`src/logic/vrf_pkg.sv`:
```
package vrf_pkg;

  ////////////////////////////////////////
  // Word geometry
  ////////////////////////////////////////

  // One register file word
  localparam int unsigned WORD_BITS = 32;
  localparam int unsigned BYTES_PER_WORD = 4;

  // Low bits of a byte count inside one word
  localparam int unsigned BYTE_OFFSET_BITS = 2;

  // Vector length and byte counts
  localparam int unsigned VL_BITS = 32;

  ////////////////////////////////////////
  // Encodings
  ////////////////////////////////////////

  // Element width as a left shift of vl
  typedef enum logic [1:0] {
    SEW_8  = 2'd0,
    SEW_16 = 2'd1,
    SEW_32 = 2'd2
  } sew_e;

  // Sequencer states
  typedef enum logic [3:0] {
    IDLE       = 4'd0,
    START      = 4'd1,
    UN_READ    = 4'd2,
    UN_WRITE   = 4'd3,
    BIN_READ_A = 4'd4,
    BIN_READ_B = 4'd5,
    BIN_WRITE  = 4'd6,
    FILL_WRITE = 4'd7
  } vrf_state_e;

endpackage
```
`src/logic/vrf_interface.sv`:
```
`timescale 1ns/1ps

module vrf_interface import vrf_pkg::*; (
  input  logic                      clk_i,
  input  logic                      rst_ni,
  input  logic                      req_i,
  input  logic                      sel_rs1_i,
  input  logic                      sel_rs2_i,
  input  logic                      sel_rd_i,
  input  sew_e                      sew_i,
  input  logic [VL_BITS-1:0]        vl_i,
  input  logic [WORD_BITS-1:0]      wdata_i,
  output logic [WORD_BITS-1:0]      rdata_a_o,
  output logic [WORD_BITS-1:0]      rdata_b_o,
  output logic                      vector_done_o,
  output logic                      data_req_o,
  output logic                      data_we_o,
  output logic [BYTES_PER_WORD-1:0] data_be_o,
  output logic [WORD_BITS-1:0]      data_wdata_o,
  input  logic                      data_gnt_i,
  input  logic                      data_rvalid_i,
  input  logic [WORD_BITS-1:0]      data_rdata_i,
  output logic                      agu_load_o,
  output logic                      agu_get_rs1_o,
  output logic                      agu_get_rs2_o,
  output logic                      agu_get_rd_o,
  output logic                      agu_incr_o
);

  // Counter handshake
  logic load;
  logic beat_done;
  logic vl_zero;
  logic last_beat;

  // Operand register controls
  logic cap_a;
  logic cap_b;
  logic stall_write;

  vrf_beat_counter u_beat_counter (
    .clk_i       (clk_i),
    .rst_ni      (rst_ni),
    .load_i      (load),
    .beat_done_i (beat_done),
    .vl_i        (vl_i),
    .sew_i       (sew_i),
    .vl_zero_o   (vl_zero),
    .last_beat_o (last_beat),
    .data_be_o   (data_be_o)
  );

  vrf_sequencer_fsm u_sequencer_fsm (
    .clk_i         (clk_i),
    .rst_ni        (rst_ni),
    .req_i         (req_i),
    .sel_rs1_i     (sel_rs1_i),
    .sel_rs2_i     (sel_rs2_i),
    .sel_rd_i      (sel_rd_i),
    .vl_zero_i     (vl_zero),
    .last_beat_i   (last_beat),
    .data_gnt_i    (data_gnt_i),
    .data_rvalid_i (data_rvalid_i),
    .load_o        (load),
    .beat_done_o   (beat_done),
    .cap_a_o       (cap_a),
    .cap_b_o       (cap_b),
    .stall_write_o (stall_write),
    .vector_done_o (vector_done_o),
    .data_req_o    (data_req_o),
    .data_we_o     (data_we_o),
    .agu_load_o    (agu_load_o),
    .agu_get_rs1_o (agu_get_rs1_o),
    .agu_get_rs2_o (agu_get_rs2_o),
    .agu_get_rd_o  (agu_get_rd_o),
    .agu_incr_o    (agu_incr_o)
  );

  vrf_operand_regs u_operand_regs (
    .clk_i         (clk_i),
    .rst_ni        (rst_ni),
    .cap_a_i       (cap_a),
    .cap_b_i       (cap_b),
    .stall_write_i (stall_write),
    .data_rdata_i  (data_rdata_i),
    .wdata_i       (wdata_i),
    .rdata_a_o     (rdata_a_o),
    .rdata_b_o     (rdata_b_o),
    .data_wdata_o  (data_wdata_o)
  );

endmodule

```
`src/logic/vrf_operand_regs.sv`:
```
`timescale 1ns/1ps

module vrf_operand_regs import vrf_pkg::*; (
  input  logic                 clk_i,
  input  logic                 rst_ni,
  input  logic                 cap_a_i,
  input  logic                 cap_b_i,
  input  logic                 stall_write_i,
  input  logic [WORD_BITS-1:0] data_rdata_i,
  input  logic [WORD_BITS-1:0] wdata_i,
  output logic [WORD_BITS-1:0] rdata_a_o,
  output logic [WORD_BITS-1:0] rdata_b_o,
  output logic [WORD_BITS-1:0] data_wdata_o
);

  logic [WORD_BITS-1:0] op_a_q;
  logic [WORD_BITS-1:0] op_b_q;
  logic [WORD_BITS-1:0] hold_q;
  logic                 hold_sel_q;

  ////////////////////////////////////////
  // Operand registers
  ////////////////////////////////////////

  always_ff @(posedge clk_i) begin
    if (cap_a_i) begin
      op_a_q <= data_rdata_i;
    end
    if (cap_b_i) begin
      op_b_q <= data_rdata_i;
    end
  end

  assign rdata_a_o = op_a_q;
  assign rdata_b_o = op_b_q;

  ////////////////////////////////////////
  // Write data hold during grant stall
  ////////////////////////////////////////

  // Result sampled in the first stalled cycle, before the operands move on
  always_ff @(posedge clk_i) begin
    if (stall_write_i && !hold_sel_q) begin
      hold_q <= wdata_i;
    end
  end

  // Stays set through the granting cycle
  always_ff @(posedge clk_i or negedge rst_ni) begin
    if (!rst_ni) begin
      hold_sel_q <= 1'b0;
    end else begin
      hold_sel_q <= stall_write_i;
    end
  end

  assign data_wdata_o = hold_sel_q ? hold_q : wdata_i;

  // Write data frozen from the stall up to the grant
  a_wdata_stable : assert property (
    @(posedge clk_i) disable iff (!rst_ni)
    stall_write_i |=> $stable(data_wdata_o)
  ) else $error("write data changed while waiting for grant");

endmodule

```
`src/logic/vrf_sequencer_fsm.sv`:
```
`timescale 1ns/1ps

module vrf_sequencer_fsm import vrf_pkg::*; (
  input  logic clk_i,
  input  logic rst_ni,
  input  logic req_i,
  input  logic sel_rs1_i,
  input  logic sel_rs2_i,
  input  logic sel_rd_i,
  input  logic vl_zero_i,
  input  logic last_beat_i,
  input  logic data_gnt_i,
  input  logic data_rvalid_i,
  output logic load_o,
  output logic beat_done_o,
  output logic cap_a_o,
  output logic cap_b_o,
  output logic stall_write_o,
  output logic vector_done_o,
  output logic data_req_o,
  output logic data_we_o,
  output logic agu_load_o,
  output logic agu_get_rs1_o,
  output logic agu_get_rs2_o,
  output logic agu_get_rd_o,
  output logic agu_incr_o
);

  vrf_state_e state_q;
  vrf_state_e state_d;
  logic       first_q;
  logic       first_d;
  logic       final_q;
  logic       final_d;
  logic       binary_op;
  logic       unary_op;
  logic       fill_op;

  // Operation kind from the register selects
  assign binary_op = sel_rs1_i & sel_rs2_i & sel_rd_i;
  assign unary_op  = (sel_rs1_i ^ sel_rs2_i) & sel_rd_i;
  assign fill_op   = ~sel_rs1_i & ~sel_rs2_i & sel_rd_i;

  ////////////////////////////////////////
  // Strobes derived from the bus request
  ////////////////////////////////////////

  assign agu_load_o    = load_o;
  assign agu_incr_o    = data_req_o & data_gnt_i;
  assign beat_done_o   = data_req_o & data_we_o & data_gnt_i;
  assign stall_write_o = data_req_o & data_we_o & ~data_gnt_i;

  // Read data arrives in the first cycle of the capturing state
  assign cap_a_o = data_rvalid_i & (state_q == BIN_READ_A);
  assign cap_b_o = data_rvalid_i & ((state_q == BIN_READ_B) | (state_q == UN_READ));

  // Set once the last write of the vector is granted
  assign final_d = load_o ? 1'b0 : (final_q | (beat_done_o & last_beat_i));

  always_ff @(posedge clk_i or negedge rst_ni) begin
    if (!rst_ni) begin
      state_q <= IDLE;
      first_q <= 1'b0;
      final_q <= 1'b0;
    end else begin
      state_q <= state_d;
      first_q <= first_d;
      final_q <= final_d;
    end
  end

  ////////////////////////////////////////
  // Next state and bus requests
  ////////////////////////////////////////

  always_comb begin
    state_d       = state_q;
    first_d       = first_q;
    load_o        = 1'b0;
    vector_done_o = 1'b0;
    data_req_o    = 1'b0;
    data_we_o     = 1'b0;
    agu_get_rs1_o = 1'b0;
    agu_get_rs2_o = 1'b0;
    agu_get_rd_o  = 1'b0;

    case (state_q)
      IDLE: begin
        if (req_i) begin
          if (vl_zero_i) begin
            vector_done_o = 1'b1;
          end else begin
            load_o  = 1'b1;
            first_d = 1'b1;
            state_d = START;
          end
        end
      end

      // First source read, rs1 leads in binary mode
      START: begin
        if (binary_op || unary_op) begin
          data_req_o    = 1'b1;
          agu_get_rs1_o = sel_rs1_i;
          agu_get_rs2_o = ~sel_rs1_i;
          if (data_gnt_i) begin
            state_d = binary_op ? BIN_READ_A : UN_READ;
          end
        end else if (fill_op) begin
          state_d = FILL_WRITE;
        end else begin
          vector_done_o = 1'b1;
          state_d       = IDLE;
        end
      end

      // Capture source, write the previous result meanwhile
      UN_READ: begin
        if (first_q) begin
          first_d = 1'b0;
          state_d = UN_WRITE;
        end else begin
          data_req_o   = 1'b1;
          data_we_o    = 1'b1;
          agu_get_rd_o = 1'b1;
          if (data_gnt_i) begin
            state_d = UN_WRITE;
          end
        end
      end

      UN_WRITE: begin
        if (final_q) begin
          vector_done_o = 1'b1;
          state_d       = IDLE;
        end else if (last_beat_i) begin
          // No source word left, only the last write
          state_d = UN_READ;
        end else begin
          data_req_o    = 1'b1;
          agu_get_rs1_o = sel_rs1_i;
          agu_get_rs2_o = ~sel_rs1_i;
          if (data_gnt_i) begin
            state_d = UN_READ;
          end
        end
      end

      // Capture rs1, write the previous sum meanwhile
      BIN_READ_A: begin
        if (first_q) begin
          first_d = 1'b0;
          state_d = BIN_WRITE;
        end else begin
          data_req_o   = 1'b1;
          data_we_o    = 1'b1;
          agu_get_rd_o = 1'b1;
          if (data_gnt_i) begin
            state_d = BIN_WRITE;
          end
        end
      end

      BIN_WRITE: begin
        if (final_q) begin
          vector_done_o = 1'b1;
          state_d       = IDLE;
        end else begin
          data_req_o    = 1'b1;
          agu_get_rs2_o = 1'b1;
          if (data_gnt_i) begin
            state_d = BIN_READ_B;
          end
        end
      end

      // Capture rs2, fetch the next rs1 word
      BIN_READ_B: begin
        if (last_beat_i) begin
          state_d = BIN_READ_A;
        end else begin
          data_req_o    = 1'b1;
          agu_get_rs1_o = 1'b1;
          if (data_gnt_i) begin
            state_d = BIN_READ_A;
          end
        end
      end

      FILL_WRITE: begin
        if (final_q) begin
          vector_done_o = 1'b1;
          state_d       = IDLE;
        end else begin
          data_req_o   = 1'b1;
          data_we_o    = 1'b1;
          agu_get_rd_o = 1'b1;
        end
      end

      default: begin
        state_d = IDLE;
      end
    endcase
  end

  a_we_with_req : assert property (
    @(posedge clk_i) disable iff (!rst_ni)
    data_we_o |-> data_req_o
  ) else $error("write strobe without request");

  // Ungranted request comes back unchanged
  a_req_hold : assert property (
    @(posedge clk_i) disable iff (!rst_ni)
    (data_req_o && !data_gnt_i) |=> data_req_o && $stable(data_we_o)
      && $stable({agu_get_rs1_o, agu_get_rs2_o, agu_get_rd_o})
  ) else $error("request changed before grant");

endmodule

```
`src/logic/vrf_beat_counter.sv`:
```
`timescale 1ns/1ps

module vrf_beat_counter import vrf_pkg::*; (
  input  logic                      clk_i,
  input  logic                      rst_ni,
  input  logic                      load_i,
  input  logic                      beat_done_i,
  input  logic [VL_BITS-1:0]        vl_i,
  input  sew_e                      sew_i,
  output logic                      vl_zero_o,
  output logic                      last_beat_o,
  output logic [BYTES_PER_WORD-1:0] data_be_o
);

  // One extra bit so a partial tail beat never wraps the count
  localparam int unsigned BEAT_BITS = VL_BITS - BYTE_OFFSET_BITS + 1;

  logic [VL_BITS-1:0]          byte_count;
  logic [BYTE_OFFSET_BITS-1:0] tail_d;
  logic [BYTE_OFFSET_BITS-1:0] tail_q;
  logic [BEAT_BITS-1:0]        beats_d;
  logic [BEAT_BITS-1:0]        beats_q;
  logic [BYTES_PER_WORD-1:0]   tail_be;

  ////////////////////////////////////////
  // Beat count from vl and sew
  ////////////////////////////////////////

  assign byte_count = vl_i << sew_i;
  assign tail_d     = byte_count[BYTE_OFFSET_BITS-1:0];

  // Whole words, plus one for a partial tail word
  assign beats_d = BEAT_BITS'(byte_count[VL_BITS-1:BYTE_OFFSET_BITS])
                 + BEAT_BITS'(|tail_d);

  // Empty vector, no beats at all
  assign vl_zero_o = (byte_count == '0);

  always_ff @(posedge clk_i or negedge rst_ni) begin
    if (!rst_ni) begin
      beats_q <= '0;
      tail_q  <= '0;
    end else if (load_i) begin
      beats_q <= beats_d;
      tail_q  <= tail_d;
    end else if (beat_done_i) begin
      beats_q <= beats_q - BEAT_BITS'(1);
    end
  end

  assign last_beat_o = (beats_q == BEAT_BITS'(1));

  ////////////////////////////////////////
  // Tail byte enables
  ////////////////////////////////////////

  // Offset 1, 2, 3 keeps the lowest 1, 2, 3 bytes
  assign tail_be = ~({BYTES_PER_WORD{1'b1}} << tail_q);

  always_comb begin
    data_be_o = '1;
    if (last_beat_o && (tail_q != '0)) begin
      data_be_o = tail_be;
    end
  end

  // Sequencer must not retire more beats than were loaded
  a_no_underflow : assert property (
    @(posedge clk_i) disable iff (!rst_ni)
    beat_done_i |-> (beats_q != '0)
  ) else $error("beat_done with no beats remaining");

endmodule

```
`config.mk`:
```
export PLATFORM = sky130hd
export DESIGN_NAME = vrf_interface
export DESIGN_NICKNAME = d
export VERILOG_FILES = /design/src/logic/vrf_pkg.sv /design/src/logic/vrf_interface.sv /design/src/logic/vrf_operand_regs.sv /design/src/logic/vrf_sequencer_fsm.sv /design/src/logic/vrf_beat_counter.sv
export SDC_FILE = /design/constraint.sdc
export NUM_CORES = 1
export LEC_CHECK = 0
export ABC_AREA = 1
export BUFFER_PORTS_ARGS = -buffer_cell sky130_fd_sc_hd__buf_2
export CAP_MARGIN = 20
export CORE_ASPECT_RATIO = 0.5
export CORE_MARGIN = 2
export CORE_UTILIZATION = 25
export CTS_BUF_LIST = sky130_fd_sc_hd__clkbuf_4
export DETAILED_ROUTE_END_ITERATION = 8
export SYNTH_ARGS = -nofsm -noshare
export SYNTH_HDL_FRONTEND = slang
export SYNTH_HIERARCHICAL = 1
export SYNTH_SLANG_ARGS = --single-unit
```
`constraint.sdc`:
```
create_clock -name clk_i -period 7.6 [get_ports clk_i]
set_input_delay 1.52 -clock clk_i [delete_from_list [all_inputs] [get_ports clk_i]]
set_output_delay 1.52 -clock clk_i [all_outputs]
set_load 0.02 [all_outputs]
```
Word-level counts from Yosys, hierarchy flattened
Cells that the tools add are included.
{"block": "word_totals", "register_bits": 136, "mem_count": 0, "mem_bits_rw": 0, "inputBits": 106, "romBits": 0, "out_inout_bits": 108, "latch_bits": 0, "wordCells": 115}
{"block": "op_classes", "div": 0, "bitwise": 19, "mul": 0, "muxes": 51, "eq_ne": 17, "shifts": 2, "n_lt_le_gt_ge": 0, "add_sub_neg": 2, "reduce_logical": 15}
{"cell": "4-bit 2-to-1 mux", "n": 17}
{"cell": "31-bit 2-to-1 mux", "n": 2}
{"cell": "32-bit logical NOT", "n": 1}
{"cell": "32-bit 2-to-1 mux", "n": 1}
{"cell": "4-bit one-hot mux with 8 select lines", "n": 1}
{"cell": "32-bit by 2-bit left shift with 32-bit output", "n": 1}
{"cell": "30-bit by 1-bit adder with 31-bit output", "n": 1}
{"cell": "31-bit by 1-bit equality test with 1-bit output, second input constant", "n": 1}
{"cell": "31-bit by 1-bit subtractor with 31-bit output, second input constant", "n": 1}
{"cell": "1-bit 2-to-1 mux", "n": 22}
{"cell": "4-bit by 3-bit equality test with 1-bit output, second input constant", "n": 4}
{"cell": "1-bit bitwise AND", "n": 12}
{"cell": "3-bit by 2-bit inequality test with 1-bit output, second input constant", "n": 3}
{"cell": "1-bit one-hot mux with 3 select lines", "n": 3}
{"cell": "9-bit AND reduction", "n": 1}
{"cell": "4-bit by 2-bit equality test with 1-bit output, second input constant", "n": 2}
{"cell": "3-bit 2-to-1 mux", "n": 2}
{"cell": "3-bit inequality test, second input constant", "n": 2}
{"cell": "2-bit nonzero test", "n": 3}
{"cell": "2-bit OR reduction", "n": 3}
{"cell": "1-bit one-hot mux with 5 select lines", "n": 1}
{"cell": "4-bit by 1-bit equality test with 1-bit output, second input constant", "n": 1}
{"cell": "4-bit logical NOT", "n": 1}
{"cell": "2-bit inequality test, second input constant", "n": 2}
{"cell": "other kinds (13)", "n": 18}

Depth between registers and ports, before layout
{"block": "logic_depth", "depth_word": 10, "mapped_depth": 20, "depth_no_buf": 16}

Hierarchy
Netlist, hierarchy kept.
{"module": "vrf_beat_counter", "seq_area_each_um2": 825.8, "cells_each": 859, "area_per_inst_um2": 4639.4, "instances": 1}
{"module": "vrf_operand_regs", "seq_area_each_um2": 2907.8, "cells_each": 203, "area_per_inst_um2": 3349.5, "instances": 1}
{"module": "vrf_sequencer_fsm", "seq_area_each_um2": 125.1, "cells_each": 110, "area_per_inst_um2": 689.4, "instances": 1}

Worst setup path after synthesis
Ideal clock, no wire load.
{"block": "synth_timing", "kind": "input to output", "start": "in sew_i[1]", "end": "out agu_load_o", "setup_slack_ns": 2.738, "path_buffers": 3, "required_ns": 6.080, "path_stages": 10, "arrival_time_ns": 3.342, "cell_sequence": "buf_6 > inv_2 > buf_2 > buf_2 > nand2_1 > o21ai_1 > nor4_1 > nand4_1 > nor2_1 > nor4_1"}
{"block": "synth_via", "elab_chain_len": 5}
{"element": "from (decl)", "line": "vrf_interface.sv:10", "source": "input sew_e sew_i,"}
{"element": "32-bit by 2-bit left shift with 32-bit output", "line": "vrf_beat_counter.sv:29", "source": "assign byte_count = vl_i << sew_i;"}
{"element": "32-bit logical NOT", "line": "vrf_beat_counter.sv:37", "source": "assign vl_zero_o = (byte_count == '0);"}
{"element": "net vl_zero", "line": "vrf_interface.sv:33", "source": "logic vl_zero;"}
{"element": "1-bit 2-to-1 mux", "line": "vrf_sequencer_fsm.sv:90", "source": "if (vl_zero_i) begin"}
{"element": "1-bit 2-to-1 mux", "line": "vrf_sequencer_fsm.sv:89", "source": "if (req_i) begin"}
{"element": "1-bit 2-to-1 mux", "line": "vrf_sequencer_fsm.sv:87", "source": "case (state_q)"}
{"element": "to (decl)", "line": "vrf_interface.sv:23", "source": "output logic agu_load_o,"}
The timed path passes the listed nets, and every way through them passes these cells.

Worst setup path in the final report
{"block": "layout_timing", "start": "in sew_i[0]", "end": "out vector_done_o"}
{"block": "layout_via", "elab_chain_len": 5}
{"element": "32-bit by 2-bit left shift with 32-bit output", "line": "vrf_beat_counter.sv:29"}
{"element": "32-bit logical NOT", "line": "vrf_beat_counter.sv:37"}
{"element": "net vl_zero", "line": "vrf_interface.sv:33"}
{"element": "1-bit 2-to-1 mux", "line": "vrf_sequencer_fsm.sv:90"}
{"element": "1-bit 2-to-1 mux", "line": "vrf_sequencer_fsm.sv:89"}
{"element": "1-bit one-hot mux with 3 select lines", "line": "vrf_sequencer_fsm.sv:87"}
{"element": "to (decl)", "line": "vrf_interface.sv:15", "source": "output logic vector_done_o,"}
The timed path passes the listed nets, and every way through them passes these cells.

==> results.md <==
* Crit-path max FO at 50
* # DRC at 0
* GR Util met3 at 0.0242
* Total gr overflow at 0
* Sw frac at 0.436
* Setup violators final at 0
* Relative slew slack at 0.275
* Seq/Total Area, Yosys at 0.445
* Setup ws final at 2010 ps
* Synth-to-Final Area Change at 20.0%
* Via Count at 8239
* Mean number of vias per cell at 4.44
* DP HPWL at 18900 um
* Post-synth top flop: edfxtp_1
* Mapped Area at 0.00868 mm2
* Clock buffer count from CTS at 17
* Clk pwr share at 0.187
* Psw at 1.22 mW
* Post-synth EDFFs at 96
* Hold/Removal Path Class: reg2reg
* Final min period at 5590 ps
* Met2 Resource Use GR at 0.230
* # resized after CTS at 0
* Pleak at 4.70 nW
* Setup_tns at 0 ps
* Hold Fails Final Rpt at 0
* Yosys warns at 6
* Initial DRC Count at 821
* Initial core utilization at 0.253
* Core area at 0.0344 mm2
* Pwr dens at 268 mW/mm2
* Outcome: finished, final reports clean
* Die Wd at 267 um
* CTS tree: built
* Gate count of the mapped netlist at 1172
* Share of layout cells above drive strength 1 at 0.233
* Post-placement setup slack at 1950 ps
* Die area at 0.0363 mm2
* Layout Nets at 1481
* Dpl cell area at 0.0101 mm2
* Seq pwr share at 0.399
* Number of global-route vias before repair at 7539
* Crit path kind: in2out
* Mapped Nets at 1285
* DRT antenna net count at 0
* CTS Buffer Depth at 2
* First-pass GRT wire length at 39100 um
* Unrepaired setup endpoints after global routing: no
* Routed wire per std cell at 13.4 um
* Global route hottest layer: met2
* Clk_skew at 22.2 ps
* Fmax at 0.179 GHz
* Most frequent cells in the layout: nand2_1, buf_2, nand3_1, nor2_1, inv_1
* Ports at 214
* 1st-pass router iterations at 5
* Startpoint types: input pin
* GRT Util Overall at 0.136
* Met1 Track Usage GR at 0.178
* # Post-CTS Setup Buffers at 0
* Fin Hold WS at 510 ps
* Gate power share at 0.414
* Worst-Skew Late Latency at 570 ps
* Synth Area per Inst at 7.40 um2
* Max Transition Viols Final at 0
* # H-tree levels at 4
* Worst vdd ir at 0.107 mV
* Post-synth cell types at 47
* GPL Wtd Cong at 0.907
* Maxcap violations at 0
* # rows at 48
* Initial antenna violation count at 1
* Fin area at 0.0104 mm2
* Pwr Total at 2.79 mW
* CP required at 6080 ps
* Commonest non-fill, non-tap cell in the layout: nand2_1
* CTS Hold Bufs at 0
* Multi-input logic area at 0.00413 mm2
* Pint at 1.57 mW
* CP Capture Type: output pin
* Post-synthesis register bit count at 135
* Drt total wl at 24900 um
* Fill count at 3784
* Async SR Flop Fraction at 0.289
* Sequential cell area at 0.00386 mm2
* Worst EP arrival at 4070 ps
* TritonCTS Sinks at 135
* Fin crit share at 0.736
* Worst-margin pin slew at 1090 ps
* Clock Tree Root: clkbuf_4
* Die Y at 136 um
* Largest net degree at the start of global routing at 51
* PortBufs at 212
* Worst-path clk slew at 120 ps
-- sequential cells by signal, indices dropped and copies added, names as in the netlist --
register                   cells
u_beat_counter/beats_q        31
u_beat_counter/tail_q          2
u_operand_regs/hold_q         32
u_operand_regs/hold_sel_q      1
u_operand_regs/rdata_a_o      32
u_operand_regs/rdata_b_o      32
u_sequencer_fsm/final_q        1
u_sequencer_fsm/first_q        1
u_sequencer_fsm/state_q        3
-- power by group through the flow --
stage / Sequential (mW) / Clock [mW] / Combinational, mW
after floorplan: 1.15 / 0 / 0.801
after global placement: 1.13 / 0 / 1.15
after detailed placement: 1.13 / 0 / 1.16
after CTS: 1.11 / 0.550 / 1.17
after global routing: 1.14 / 0.567 / 1.31
final: 1.11 / 0.522 / 1.16
-- area by class of cell --
cell class,count,area share
Antenna cell,1,0.000240
Timing Repair Buffer,219,0.107
Inverter,106,0.0389
Clock inverter,15,0.0172
Sequential cell,135,0.371
Multi-Input combinational cell,889,0.397
Clock buffer,17,0.0123
Tap cell,475,0.0571
-- kinds of logic after synthesis --
group / after synthesis / synth area share
buffers and inverters: 148 / 0.0825
AND/OR/NAND/NOR: 787 / 0.396
flip-flops: 135 / 0.445
XOR/XNOR: 11 / 0.0111
AO/OA/AOI/OAI: 83 / 0.0555
adder cells (fa/ha/maj): 7 / 0.0101
other: 1 / 0.000432
-- worst paths after layout --
path / from / end / slack (ps) / cells past startpoint
max in group asynchronous: rst_ni / u_beat_counter/beats_q[26] / 5940 / 1
max reg2reg: u_sequencer_fsm/state_q[1] / u_beat_counter/beats_q[2] / 4040 / 13
min reg2reg: u_beat_counter/tail_q[0] / u_beat_counter/tail_q[0] / 510 / 2
min in group asynchronous: rst_ni / u_beat_counter/beats_q[4] / 1070 / 1
max: sew_i[0] / vector_done_o / 2010 / 12
min: u_beat_counter/tail_q[0] / u_beat_counter/tail_q[0] / 510 / 2
-- through the flow --
stage	cells	util
5_1_grt	1857	0.303
3_5_place_dp	1824	0.294
3_3_place_gp	1824	0.294
6_report	1857	0.303
4_1_cts	1856	0.303
2_1_floorplan	1172	-
-- cells in the mapped netlist (4+ instances only) --
master / count / area, um2
a21oi_1: 26 / 130
buf_2: 11 / 55.1
buf_4: 11 / 82.6
buf_6: 10 / 113
clkbuf_1: 7 / 26.3
dfrtp_1: 39 / 976
edfxtp_1: 96 / 2880
ha_1: 7 / 87.6
inv_1: 97 / 364
inv_2: 5 / 18.8
nand2_1: 427 / 1600
nand2_2: 29 / 181
nand3_1: 144 / 721
nand3_2: 4 / 40.0
nand3b_1: 5 / 37.5
nand4_1: 10 / 62.6
nor2_1: 121 / 454
nor2_2: 15 / 93.8
nor2_4: 8 / 90.1
nor3_1: 9 / 45.0
nor4_1: 9 / 56.3
o211ai_1: 5 / 37.5
o21ai_0: 32 / 160
o221ai_1: 4 / 35.0
xor2_1: 8 / 70.1
-- worst max-delay path, stage by stage --
cell      delay [ps]
buf_2            400
inv_6            250
nand2_1          150
nand3_1           70
nand2_1          190
nand4_1          110
nor4_1           290
nand3_1          190
nor2_1           410
nand2_4           80
o221ai_1         190
buf_2            210
-- metal layers --
layer / vias to the layer above / wire length (um)
li1: 4221 / -
met1: 3807 / 11700
met2: 192 / 11800
met3: 19 / 1040
met4: 0 / 368
met5: - / 0
No activity file was read; power rests on OpenSTA's default activity.
